### src/hdl/pkt_comm_consts.svh
/*
 * Protocol and sizing constants for the packet front end.
 * PKT_MAX_LEN must fit the 24-bit length field; IN_FIFO_DEPTH must be a power of two.
 */
`ifndef PKT_COMM_CONSTS_SVH
`define PKT_COMM_CONSTS_SVH

// Header fields
`define PKT_COMM_VERSION 2
`define PKT_TYPE_MIN 1
`define PKT_TYPE_MAX 4
`define PKT_HEADER_LEN 8

// Payload length limit in bytes
`define PKT_MAX_LEN 1048576

// Input buffer depth in bytes
`define IN_FIFO_DEPTH 2048

// Quiet cycles before idle is raised
`define IDLE_DELAY 64

`endif
### src/hdl/pkt_comm_pkg.sv
/*
 * Shared types for the packet front end.
 * len_err in pl_byte_s is meaningful only on a byte with last set.
 */
package pkt_comm_pkg;

  typedef logic [7:0]  byte_t;
  typedef logic [15:0] word_t;
  typedef logic [15:0] pkt_id_t;
  typedef logic [7:0]  pkt_type_t;
  typedef logic [23:0] pkt_len_t;
  typedef logic [15:0] sum_t;

  // Bit 0 checksum, 1 length, 2 type, 3 version
  typedef logic [3:0]  err_bits_t;

  typedef enum logic [1:0] {
    KIND_PAYLOAD  = 2'd0,
    KIND_CHECKSUM = 2'd1,
    KIND_SKIP     = 2'd2
  } byte_kind_e;

  // One byte after the header, tagged by the parser
  typedef struct packed {
    byte_t      data;
    byte_kind_e kind;
    logic       last;
    logic       len_err;
  } pl_byte_s;

  // Per-packet record for the result builder
  typedef struct packed {
    pkt_type_t pkt_type;
    pkt_id_t   pkt_id;
    pkt_len_t  pkt_len;
    sum_t      sum;
  } summary_s;

endpackage

### src/hdl/word_to_axis8.sv
/*
 * 16-bit word to 8-bit stream, low byte first.
 * A new word is taken in the same cycle as the final high-byte transfer.
 */
module word_to_axis8 (
  input  logic                CLK,
  input  logic                RSTN,
  input  pkt_comm_pkg::word_t word_in,
  input  logic                word_last,
  input  logic                word_valid,
  output logic                word_ready,
  output pkt_comm_pkg::byte_t m_axis_tdata,
  output logic                m_axis_tvalid,
  input  logic                m_axis_tready,
  output logic                m_axis_tlast,
  output logic                busy
);
  import pkt_comm_pkg::*;

  typedef enum logic {LOW_BYTE, HIGH_BYTE} ser_state_e;

  ser_state_e state;
  word_t      word_r;
  logic       last_r;
  logic       vld;

  assign word_ready    = ~vld || ((state == HIGH_BYTE) && m_axis_tready);
  assign m_axis_tvalid = vld;
  assign m_axis_tdata  = (state == LOW_BYTE) ? word_r[7:0] : word_r[15:8];
  assign m_axis_tlast  = vld && (state == HIGH_BYTE) && last_r;
  assign busy          = vld;

  always_ff @(posedge CLK) begin
    if (word_valid && word_ready) begin
      word_r <= word_in;
      last_r <= word_last;
    end
  end

  always_ff @(posedge CLK or negedge RSTN) begin
    if (!RSTN) begin
      state <= LOW_BYTE;
      vld   <= 1'b0;
    end else if (word_valid && word_ready) begin
      state <= LOW_BYTE;
      vld   <= 1'b1;
    end else if (vld && m_axis_tready) begin
      if (state == LOW_BYTE) begin
        state <= HIGH_BYTE;
      end else begin
        state <= LOW_BYTE;
        vld   <= 1'b0;
      end
    end
  end

  a_hold_on_stall: assert property (@(posedge CLK) disable iff (!RSTN)
    (m_axis_tvalid && !m_axis_tready) |=> (m_axis_tvalid && $stable(m_axis_tdata)))
    else $error("output byte changed during stall");

endmodule

### config.mk
export PLATFORM = sky130hd
export DESIGN_NAME = word_to_axis8
export DESIGN_NICKNAME = d
export VERILOG_FILES = /design/src/hdl/pkt_comm_consts.svh /design/src/hdl/pkt_comm_pkg.sv /design/src/hdl/word_to_axis8.sv
export SDC_FILE = /design/constraint.sdc
export NUM_CORES = 1
export LEC_CHECK = 0
export BUFFER_PORTS_ARGS = -buffer_cell sky130_fd_sc_hd__buf_2
export CAP_MARGIN = 5
export CORE_UTILIZATION = 48
export CTS_CLUSTER_SIZE = 28
export DETAILED_ROUTE_END_ITERATION = 6
export HOLD_SLACK_MARGIN = 0.08
export PLACE_DENSITY = 0.87
export SETUP_SLACK_MARGIN = 0.05
export SYNTH_ARGS = -nofsm -noshare
export SYNTH_HDL_FRONTEND = slang
export SYNTH_SLANG_ARGS = --single-unit
### constraint.sdc
create_clock -name CLK -period 3.69 [get_ports CLK]
set_input_delay 0.5535 -clock CLK [delete_from_list [all_inputs] [get_ports CLK]]
set_output_delay 0.5535 -clock CLK [all_outputs]
set_load 0.005 [all_outputs]
==> results.sh, run 1 <==
export IMPL_status="completed"
export IMPL_yosys_area_top_type="edfxtp_1"
export IMPL_drc=0
export IMPL_async_flop_share_pct=10.5
export IMPL_syn_area_um2=762
export IMPL_leakage_nw=0.430
export IMPL_slew_violations=0
export IMPL_core_area_mm2=0.00149
export IMPL_cts_tree="yes"
export IMPL_intPower_mw=0.350
export IMPL_grt_first_pass_wirelength_um=1660
export IMPL_syn_nets=58
export IMPL_cts_clk_slew_worst_paths_ps=100
export IMPL_placed_area_um2=931
export IMPL_yosys_warnings=0
export IMPL_min_from="word_in[1]"
export IMPL_cts_inserted_buffers=3
export IMPL_combPwrFrac_pct=17.7
export IMPL_clk_latency_ps=290
export IMPL_h_tree_depth=1
export IMPL_grt_max_degree=13
export IMPL_crit_path_max_incr_delay_ps=710
export IMPL_setup_violations=0
export IMPL_whs_endpoint="word_r[1]$_DFFE_PP_"
export IMPL_path_max_fanout=11
export IMPL_clkPwrFrac_pct=22.6
export IMPL_die_h_um=41.8
export IMPL_stdcell_area_um2=971
export IMPL_arrival_ps=1470
export IMPL_vias=423
export IMPL_diodes=0
export IMPL_cp_slowest_cell="dfrtp_1"
export IMPL_reg2reg_slack_ps=1880
export IMPL_start_kind="register"
export IMPL_synthTopCellsByArea="edfxtp_1, mux2_4, dfrtp_1"
export IMPL_rr_endpoint="word_r[15]$_DFFE_PP_"
export IMPL_synth_flop_cell="edfxtp_1"
export IMPL_cts_root_buf="clkbuf_4"
export IMPL_clock_path_buffers=2
export IMPL_end_kind="output port"
export IMPL_finalCritPeriodShare_pct=55.0
export IMPL_first_pass_iters=2
export IMPL_dp_slack_ps=1850
export IMPL_grt_setup_unrepaired="no"
export IMPL_first_global_vias=402
export IMPL_synth_cell_type_count=12
export IMPL_period_minus_slack_ps=2030
export IMPL_cp_cell_sequence="mux2_4 > buf_2"
export IMPL_syn_avg_cell_area_um2=20.6
export IMPL_synth_most_common_cell="edfxtp_1"
export IMPL_max_cap_viol_count=0
export IMPL_ir_worst_vdd_mv=0.288
export IMPL_hold_viol=0
export IMPL_std_cell_rows=14
export IMPL_p_seq_share_pct=59.6
export IMPL_ant_nets=0
export IMPL_setup_ws_ps=1660
export IMPL_drt_total_wl_um=1050
export IMPL_hold_depth=1
export IMPL_vias_per_cell=4.75
export IMPL_ioPinCount=33
export IMPL_synthTopCellsByCount="edfxtp_1, mux2_4, dfrtp_1"
export IMPL_antenna_found_initial=0
export IMPL_r2r_start="state$_DFFE_PN0P_"
export IMPL_initial_utilization_pct=51.2
export IMPL_max_freq_ghz=0.493
export IMPL_die_area_mm2=0.00175
export IMPL_worstHoldPathType="in2reg"
export IMPL_post_dp_hpwl_um=846
export IMPL_crit_type="reg2out"
export IMPL_slew_headroom_pct=62.6
export IMPL_reg2regPathDepth=3
export IMPL_synth_seq_area_share_pct=73.6
export IMPL_synth_edf_count=17
export IMPL_grt_ovfl_total=0
export IMPL_switching_share_pct=22.9
export IMPL_die_w_um=41.8
export IMPL_synth_seq_cells=19
export IMPL_worstMarginPinSlew_ps=562
export IMPL_grtUsageTotal_pct=13.6
export IMPL_tns_ps=0
export IMPL_synth_top_area_share_pct=67.0
export IMPL_portBuffers=32
export IMPL_netSwitchingPower_mw=0.104
export IMPL_routedWlPerCell_um=11.8
export IMPL_area_growth_pct=27.4
export IMPL_power_mw=0.454
export IMPL_drive_above_1_share_pct=64.4
export IMPL_clock_sinks=19
export IMPL_synthCells=37
export IMPL_nets=95
export IMPL_drtIter0Drc=3
export IMPL_fin_skew_ps=1.86
export IMPL_gp_congestion=0.672
export IMPL_cts_resized=0
export IMPL_crit_required_ps=3140
export IMPL_power_per_cell_area_mw_per_mm2=467
[per-stage QoR]
step	util, %	hold slack, ps	std cells
finish	65.2	429	89
global route	65.2	405	89
global placement	62.5	341	84
floorplan	-	258	37
CTS	65.2	416	89
detailed placement	62.5	342	84
[cell usage in the layout (no fill, tap or decap), types with 2 or more instances in the layout]
master    instances
edfxtp_1         17
dfrtp_1           2
clkbuf_4          3
mux2_4            9
buf_2            32
[worst max-delay path by stage]
stage / startpoint / endpoint
finish: state$_DFFE_PN0P_ / m_axis_tdata[5]
global route: state$_DFFE_PN0P_ / m_axis_tdata[5]
CTS: state$_DFFE_PN0P_ / m_axis_tdata[5]
detailed placement: state$_DFFE_PN0P_ / word_r[8]$_DFFE_PP_
global placement: state$_DFFE_PN0P_ / word_r[12]$_DFFE_PP_
floorplan: m_axis_tready / last_r$_DFFE_PP_
[worst max-delay path: cells and delay by family (launching register included)]
| kind | cells | cell delay, ps |
|---|---|---|
| DFF | 1 | 710 |
| muxes | 1 | 350 |
| buffers and inverters | 1 | 130 |
[final cells by class]
type / count / area, um2
multi-input combinational: 15 / 179
timing repair buffer: 34 / 178
clock inverter: 1 / 7.51
tap: 16 / 20.0
inverter: 1 / 3.75
sequential: 19 / 561
fill: 106 / 518
clock buffer: 3 / 22.5
[timing repair]
item | 4_1_cts | 5_1_grt
hold buffers | 1 | 0
hold endpoints to repair | 2 | 0
buffers inserted | 0 | 0
[sequential cells by signal, summed over array words and instances, names as in the netlist]
| register | count |
|---|---|
| state | 1 |
| busy | 1 |
| word_r | 16 |
| last_r | 1 |
[power by group through the flow]
stage               combinational [mW]  sequential, mW  clock [mW]
floorplan                       0.0599           0.266           0
global placement                0.0796           0.275           0
detailed placement              0.0812           0.276           0
CTS                             0.0821           0.271       0.108
global route                    0.0873           0.273       0.114
finish                          0.0804           0.271       0.103
[cell families after synthesis]
logic type	count (synthesis)	synth area share (%)
flops	19	73.6
mux	10	19.0
simple gates	4	2.96
buf+inv	3	2.96
compound gates	1	1.48
[routing by layer]
layer / wire, um / GRT usage, % / vias to the layer above
li1: - / - / 210
met5: 0 / 0 / -
met1: 369 / 12.3 / 196
met2: 620 / 25.0 / 15
met4: 6 / 9.68 / 0
met3: 51 / 3.91 / 2
Note: power is estimated with default switching activity, not from simulation.
==> inputs of run 2 (changes only) <==
--- a/config.mk
+++ b/config.mk
@@ -7,11 +7,11 @@
 export LEC_CHECK = 0
 export BUFFER_PORTS_ARGS = -buffer_cell sky130_fd_sc_hd__buf_2
 export CAP_MARGIN = 5
-export CORE_UTILIZATION = 48
+export CORE_UTILIZATION = 44
 export CTS_CLUSTER_SIZE = 28
 export DETAILED_ROUTE_END_ITERATION = 6
 export HOLD_SLACK_MARGIN = 0.08
-export PLACE_DENSITY = 0.87
+export PLACE_DENSITY = 0.81
 export SETUP_SLACK_MARGIN = 0.05
 export SYNTH_ARGS = -nofsm -noshare
 export SYNTH_HDL_FRONTEND = slang
==> constraint.sdc (replaced) <==
create_clock -name CLK -period 2 [get_ports CLK]
set_input_delay 0.3 -clock CLK [delete_from_list [all_inputs] [get_ports CLK]]
set_output_delay 0.3 -clock CLK [all_outputs]
set_load 0.005 [all_outputs]
==> run 2 against run 1 <==
The run now ends with design-rule violations left. First-iteration DRC count rose by 67%. Combinational power rose by 89%. Hold slack worse by 250 ps. Routed wire length down 2.1%. Clock skew is 4.9 ps higher. Critical path depth stayed put. Clock power grew 80%. Sequential share of layout area is 0.30 points lower. Critical path type unchanged. Largest power group unchanged.
==> results.sh, run 2 (synthesis gave the netlist of run 1 again) <==
export IMPL_cts_tree="yes"
export IMPL_rr_endpoint="word_r[1]$_DFFE_PP_"
export IMPL_first_global_vias=383
export IMPL_diodes=0
export IMPL_grt_first_pass_wirelength_um=1590
export IMPL_slew_violations=0
export IMPL_arrival_ps=1480
export IMPL_std_cell_rows=14
export IMPL_end_kind="output port"
export IMPL_crit_required_ps=1700
export IMPL_first_pass_iters=5
export IMPL_crit_buf_inv=1
export IMPL_clk_latency_ps=290
export IMPL_hold_depth=1
export IMPL_crit_type="reg2out"
export IMPL_min_from="word_in[2]"
export IMPL_intPower_mw=0.647
export IMPL_hold_viol=0
export IMPL_vias_per_cell=4.70
export IMPL_start_kind="register"
export IMPL_drtIter0Drc=5
export IMPL_slew_headroom_pct=62.4
export IMPL_combPwrFrac_pct=18.2
export IMPL_reg2regPathDepth=3
export IMPL_area_growth_pct=28.1
export IMPL_met2_usage_pct=20.9
export IMPL_mostFrequentLayoutCells="buf_2, edfxtp_1, mux2_4"
export IMPL_max_freq_ghz=0.563
export IMPL_nFillCells=114
export IMPL_largest_reg_flops=16
export IMPL_period_minus_slack_ps=1780
export IMPL_clock_path_buffers=2
export IMPL_multiInputGateArea_um2=179
export IMPL_core_area_mm2=0.00156
export IMPL_whs_endpoint="word_r[2]$_DFFE_PP_"
export IMPL_layout_commonest_cell="buf_2"
export IMPL_grt_max_degree=12
export IMPL_grtUsageTotal_pct=12.2
export IMPL_cts_clk_slew_worst_paths_ps=100
export IMPL_die_w_um=43.6
export IMPL_reg2reg_slack_ps=440
export IMPL_h_tree_depth=1
export IMPL_busiest_layer="met2"
export IMPL_cts_root_buf="clkbuf_4"
export IMPL_crit_path_max_incr_delay_ps=720
export IMPL_stdcell_area_um2=976
export IMPL_drc=2
export IMPL_ioPinCount=33
export IMPL_placed_area_um2=938
export IMPL_grt_ovfl_total=0
export IMPL_r2r_start="state$_DFFE_PN0P_"
export IMPL_grt_setup_unrepaired="no"
export IMPL_ir_worst_vdd_mv=0.574
export IMPL_gp_congestion=0.661
export IMPL_violations="design-rule violations"
export IMPL_regMostFlops="word_r"
export IMPL_seqCellArea_um2=561
export IMPL_path_max_fanout=11
export IMPL_worstMarginPinSlew_ps=565
export IMPL_grt_use_met1_pct=13.0
export IMPL_portBuffers=32
export IMPL_cp_slowest_cell="dfrtp_1"
export IMPL_drt_total_wl_um=1030
export IMPL_nets=96
export IMPL_initial_utilization_pct=48.9
export IMPL_max_cap_viol_count=0
export IMPL_clock_sinks=19
export IMPL_leakage_nw=0.439
export IMPL_fin_skew_ps=6.80
export IMPL_antenna_found_initial=0
export IMPL_netSwitchingPower_mw=0.189
export IMPL_cp_top_family="flip-flops"
export IMPL_power_per_cell_area_mw_per_mm2=857
export IMPL_setup_violations=0
export IMPL_switching_share_pct=22.7
export IMPL_vias=423
export IMPL_routedWlPerCell_um=11.4
export IMPL_ant_nets=0
export IMPL_cts_inserted_buffers=3
export IMPL_cp_cell_sequence="mux2_4 > buf_2"
export IMPL_drive_above_1_share_pct=64.9
export IMPL_status="finished, violations left"
export IMPL_finalCritPeriodShare_pct=88.9
export IMPL_die_h_um=43.6
export IMPL_cts_setup_buffers=0
export IMPL_clkPwrFrac_pct=22.1
export IMPL_met3_usage_pct=3.75
export IMPL_die_area_mm2=0.00190
export IMPL_p_seq_share_pct=59.7
export IMPL_worstHoldPathType="in2reg"
export IMPL_tns_ps=0
==> run 2: per-stage QoR <==
stage               util (%)  setup WS [ps]  instances  hold WS, ps  power [mW]
detailed placement      60.2            454         85         87.5       0.660
global route            62.6            150         90          158       0.874
finish                  62.6            222         90          175       0.836
floorplan                  -            210         37         4.41       0.601
CTS                     62.6            205         90          166       0.843
global placement        60.2            530         85         86.4       0.658
==> run 2: worst max path at each step <==
stage                     slack, ps              endpoint  cells past startpoint              start
after floorplan                 210      last_r$_DFFE_PP_                      2   busy$_DFFE_PN0P_
after global placement          530   word_r[7]$_DFFE_PP_                      3  state$_DFFE_PN0P_
after detailed placement        450  word_r[11]$_DFFE_PP_                      3  state$_DFFE_PN0P_
after CTS                       210       m_axis_tdata[1]                      2  state$_DFFE_PN0P_
after global routing            150       m_axis_tdata[1]                      2  state$_DFFE_PN0P_
final                           220       m_axis_tdata[1]                      2  state$_DFFE_PN0P_
==> run 2: layout make-up <==
| class | instances | share of cell area, % |
|---|---|---|
| inverter | 1 | 0.385 |
| tap | 16 | 2.05 |
| multi-input combinational | 15 | 18.3 |
| clock buffer | 3 | 2.31 |
| sequential | 19 | 57.4 |
| timing repair buffer | 35 | 19.0 |
| clock inverter | 1 | 0.513 |
==> run 2: worst register-to-register path, delay by kind of cell (launching register included) <==
kind                   cells  cell delay (ps)
AOI/OAI and AO/OA          1              130
buffers and inverters      1              220
DFF                        1              720
and+or+nand+nor            1              200
==> run 2: power by group through the flow <==
stage | Combinational (mW) | Sequential (mW) | Clock, mW
2_1_floorplan | 0.111 | 0.490 | 0
3_3_place_gp | 0.150 | 0.507 | 0
3_5_place_dp | 0.152 | 0.509 | 0
4_1_cts | 0.154 | 0.500 | 0.190
5_1_grt | 0.164 | 0.504 | 0.206
6_report | 0.152 | 0.499 | 0.185
==> run 2: repair_timing <==
action,in CTS,in global routing
endpoints found under the setup margin,0,0
resized for setup,0,0
hold buffers,1,0
hold endpoints to repair,2,0
==> run 2: routing by layer <==
layer  share of wire (%)  up-vias
met5                   0        -
met4                   0        0
met2                  57       18
met1                  37      194
li1                    -      211
met3                 5.9        0
==> inputs of run 3 (changes only) <==
--- a/config.mk
+++ b/config.mk
@@ -7,11 +7,13 @@
 export LEC_CHECK = 0
 export BUFFER_PORTS_ARGS = -buffer_cell sky130_fd_sc_hd__buf_2
 export CAP_MARGIN = 5
+export CORE_ASPECT_RATIO = 1.2
 export CORE_UTILIZATION = 44
 export CTS_CLUSTER_SIZE = 28
 export DETAILED_ROUTE_END_ITERATION = 6
 export HOLD_SLACK_MARGIN = 0.08
 export PLACE_DENSITY = 0.81
+export REMOVE_ABC_BUFFERS = 1
 export SETUP_SLACK_MARGIN = 0.05
 export SYNTH_ARGS = -nofsm -noshare
 export SYNTH_HDL_FRONTEND = slang
==> run 3 against run 2 <==
The run now ends clean. Sequential share of layout area is 0.15 points lower. Final cell count is 2.2% higher. Die area hardly changed. Sequential cell count stayed put. First-iteration DRC count is 60% lower. Worst setup slack better by 4.4 ps. Core utilization is 2.3 points lower. Sequential power hardly changed. Highest routed layer is now met4.
==> results.sh, run 3 (synthesis gave the netlist of run 1 again) <==
export IMPL_status="completed"
export IMPL_slew_violations=0
export IMPL_reg2regPathDepth=3
export IMPL_initial_utilization_pct=47.0
export IMPL_area_growth_pct=28.4
export IMPL_cts_inserted_buffers=3
export IMPL_clk_latency_ps=280
export IMPL_die_area_mm2=0.00190
export IMPL_routedWlPerCell_um=11.6
export IMPL_placed_area_um2=941
export IMPL_grt_ovfl_total=0
export IMPL_cts_setup_buffers=0
export IMPL_portBuffers=32
export IMPL_drtIter0Drc=2
export IMPL_crit_type="reg2out"
export IMPL_cts_clk_slew_worst_paths_ps=100
export IMPL_drt_total_wl_um=1070
export IMPL_std_cell_rows=16
export IMPL_path_max_fanout=11
export IMPL_vias=438
export IMPL_clock_path_buffers=2
export IMPL_drc=0
export IMPL_period_minus_slack_ps=1770
export IMPL_cts_root_buf="clkbuf_4"
export IMPL_reg2reg_slack_ps=500
export IMPL_grt_max_degree=12
export IMPL_ioPinCount=33
export IMPL_h_tree_depth=1
export IMPL_cts_tree="yes"
export IMPL_ant_nets=0
export IMPL_vias_per_cell=4.76
export IMPL_grtUsageTotal_pct=11.4
export IMPL_setup_violations=0
export IMPL_grt_first_pass_wirelength_um=1380
export IMPL_hold_viol=0
export IMPL_power_per_cell_area_mw_per_mm2=848
export IMPL_tns_ps=0
export IMPL_whs_endpoint="word_r[7]$_DFFE_PP_"
export IMPL_drive_above_1_share_pct=64.9
export IMPL_crit_required_ps=1700
export IMPL_first_global_vias=377
export IMPL_leakage_nw=0.439
export IMPL_max_cap_viol_count=0
export IMPL_worstHoldPathType="in2reg"
export IMPL_gp_congestion=0.661
export IMPL_regMostFlops="word_r"
export IMPL_finalCritPeriodShare_pct=88.7
export IMPL_rr_endpoint="word_r[14]$_DFFE_PP_"
export IMPL_start_kind="register"
export IMPL_clock_sinks=19
export IMPL_largest_reg_flops=16
export IMPL_worstMarginPinSlew_ps=562
export IMPL_ir_worst_vdd_mv=0.532
export IMPL_core_area_mm2=0.00162
export IMPL_nets=96
export IMPL_r2r_start="state$_DFFE_PN0P_"
export IMPL_first_pass_iters=2
export IMPL_stdcell_area_um2=978
export IMPL_grt_setup_unrepaired="no"
export IMPL_end_kind="output port"
export IMPL_min_from="word_in[7]"
export IMPL_die_w_um=40.0
export IMPL_die_h_um=47.6
export IMPL_diodes=0
export IMPL_max_freq_ghz=0.564
export IMPL_layout_commonest_cell="buf_2"
export IMPL_mostFrequentLayoutCells="buf_2, edfxtp_1, mux2_4"
export IMPL_hold_depth=1
export IMPL_slew_headroom_pct=62.5
export IMPL_arrival_ps=1470
export IMPL_fin_skew_ps=4.88
export IMPL_antenna_found_initial=0
==> run 3: metrics by stage <==
stage               power (mW)  instances  setup slack, ps  util (%)  hold slack [ps]
floorplan                0.589         35             57.8         -             4.41
global placement         0.658         87              516      58.0             88.5
detailed placement       0.662         87              488      58.0             86.4
CTS                      0.842         92              199      60.3              174
global route             0.872         92              152      60.3              165
finish                   0.830         92              227      60.3              183
==> run 3: how the worst max path moves through the flow <==
stage,slack (ps),start,to
2_1_floorplan,60,state$_DFFE_PN0P_,last_r$_DFFE_PP_
3_3_place_gp,520,state$_DFFE_PN0P_,word_r[14]$_DFFE_PP_
3_5_place_dp,490,state$_DFFE_PN0P_,word_r[5]$_DFFE_PP_
4_1_cts,200,state$_DFFE_PN0P_,m_axis_tdata[3]
5_1_grt,150,state$_DFFE_PN0P_,m_axis_tdata[3]
6_report,230,state$_DFFE_PN0P_,m_axis_tdata[3]
==> run 3: timing repair <==
item / 4_1_cts / 5_1_grt
resized for setup: 0 / 0
hold buffers: 1 / 0
hold endpoints to repair: 2 / 0
==> run 3: cell type report <==
type                       count  area (um2)
multi-input combinational     15         179
sequential                    19         561
inverter                       1        3.75
clock buffer                   3        22.5
clock inverter                 1        5.00
timing repair buffer          35         185
fill                         138         643
tap                           18        22.5
==> run 3: power breakdown <==
part | switching, mW | internal [mW]
Clock | 0.105 | 0.0742
Combinational | 0.0486 | 0.102
Sequential | 0.0302 | 0.470
==> run 3: layer usage <==
layer	global-route usage, %	vias to the layer above	wire length, um
met5	0	-	0
met4	8.28	0	15
met3	1.40	2	60
met2	21.0	20	624
met1	11.4	203	368
li1	-	213	-
==> run 3: critical path: stages, from the launching register on <==
cell and delay [ps]:
dfrtp_1 710, mux2_4 350, buf_2 130
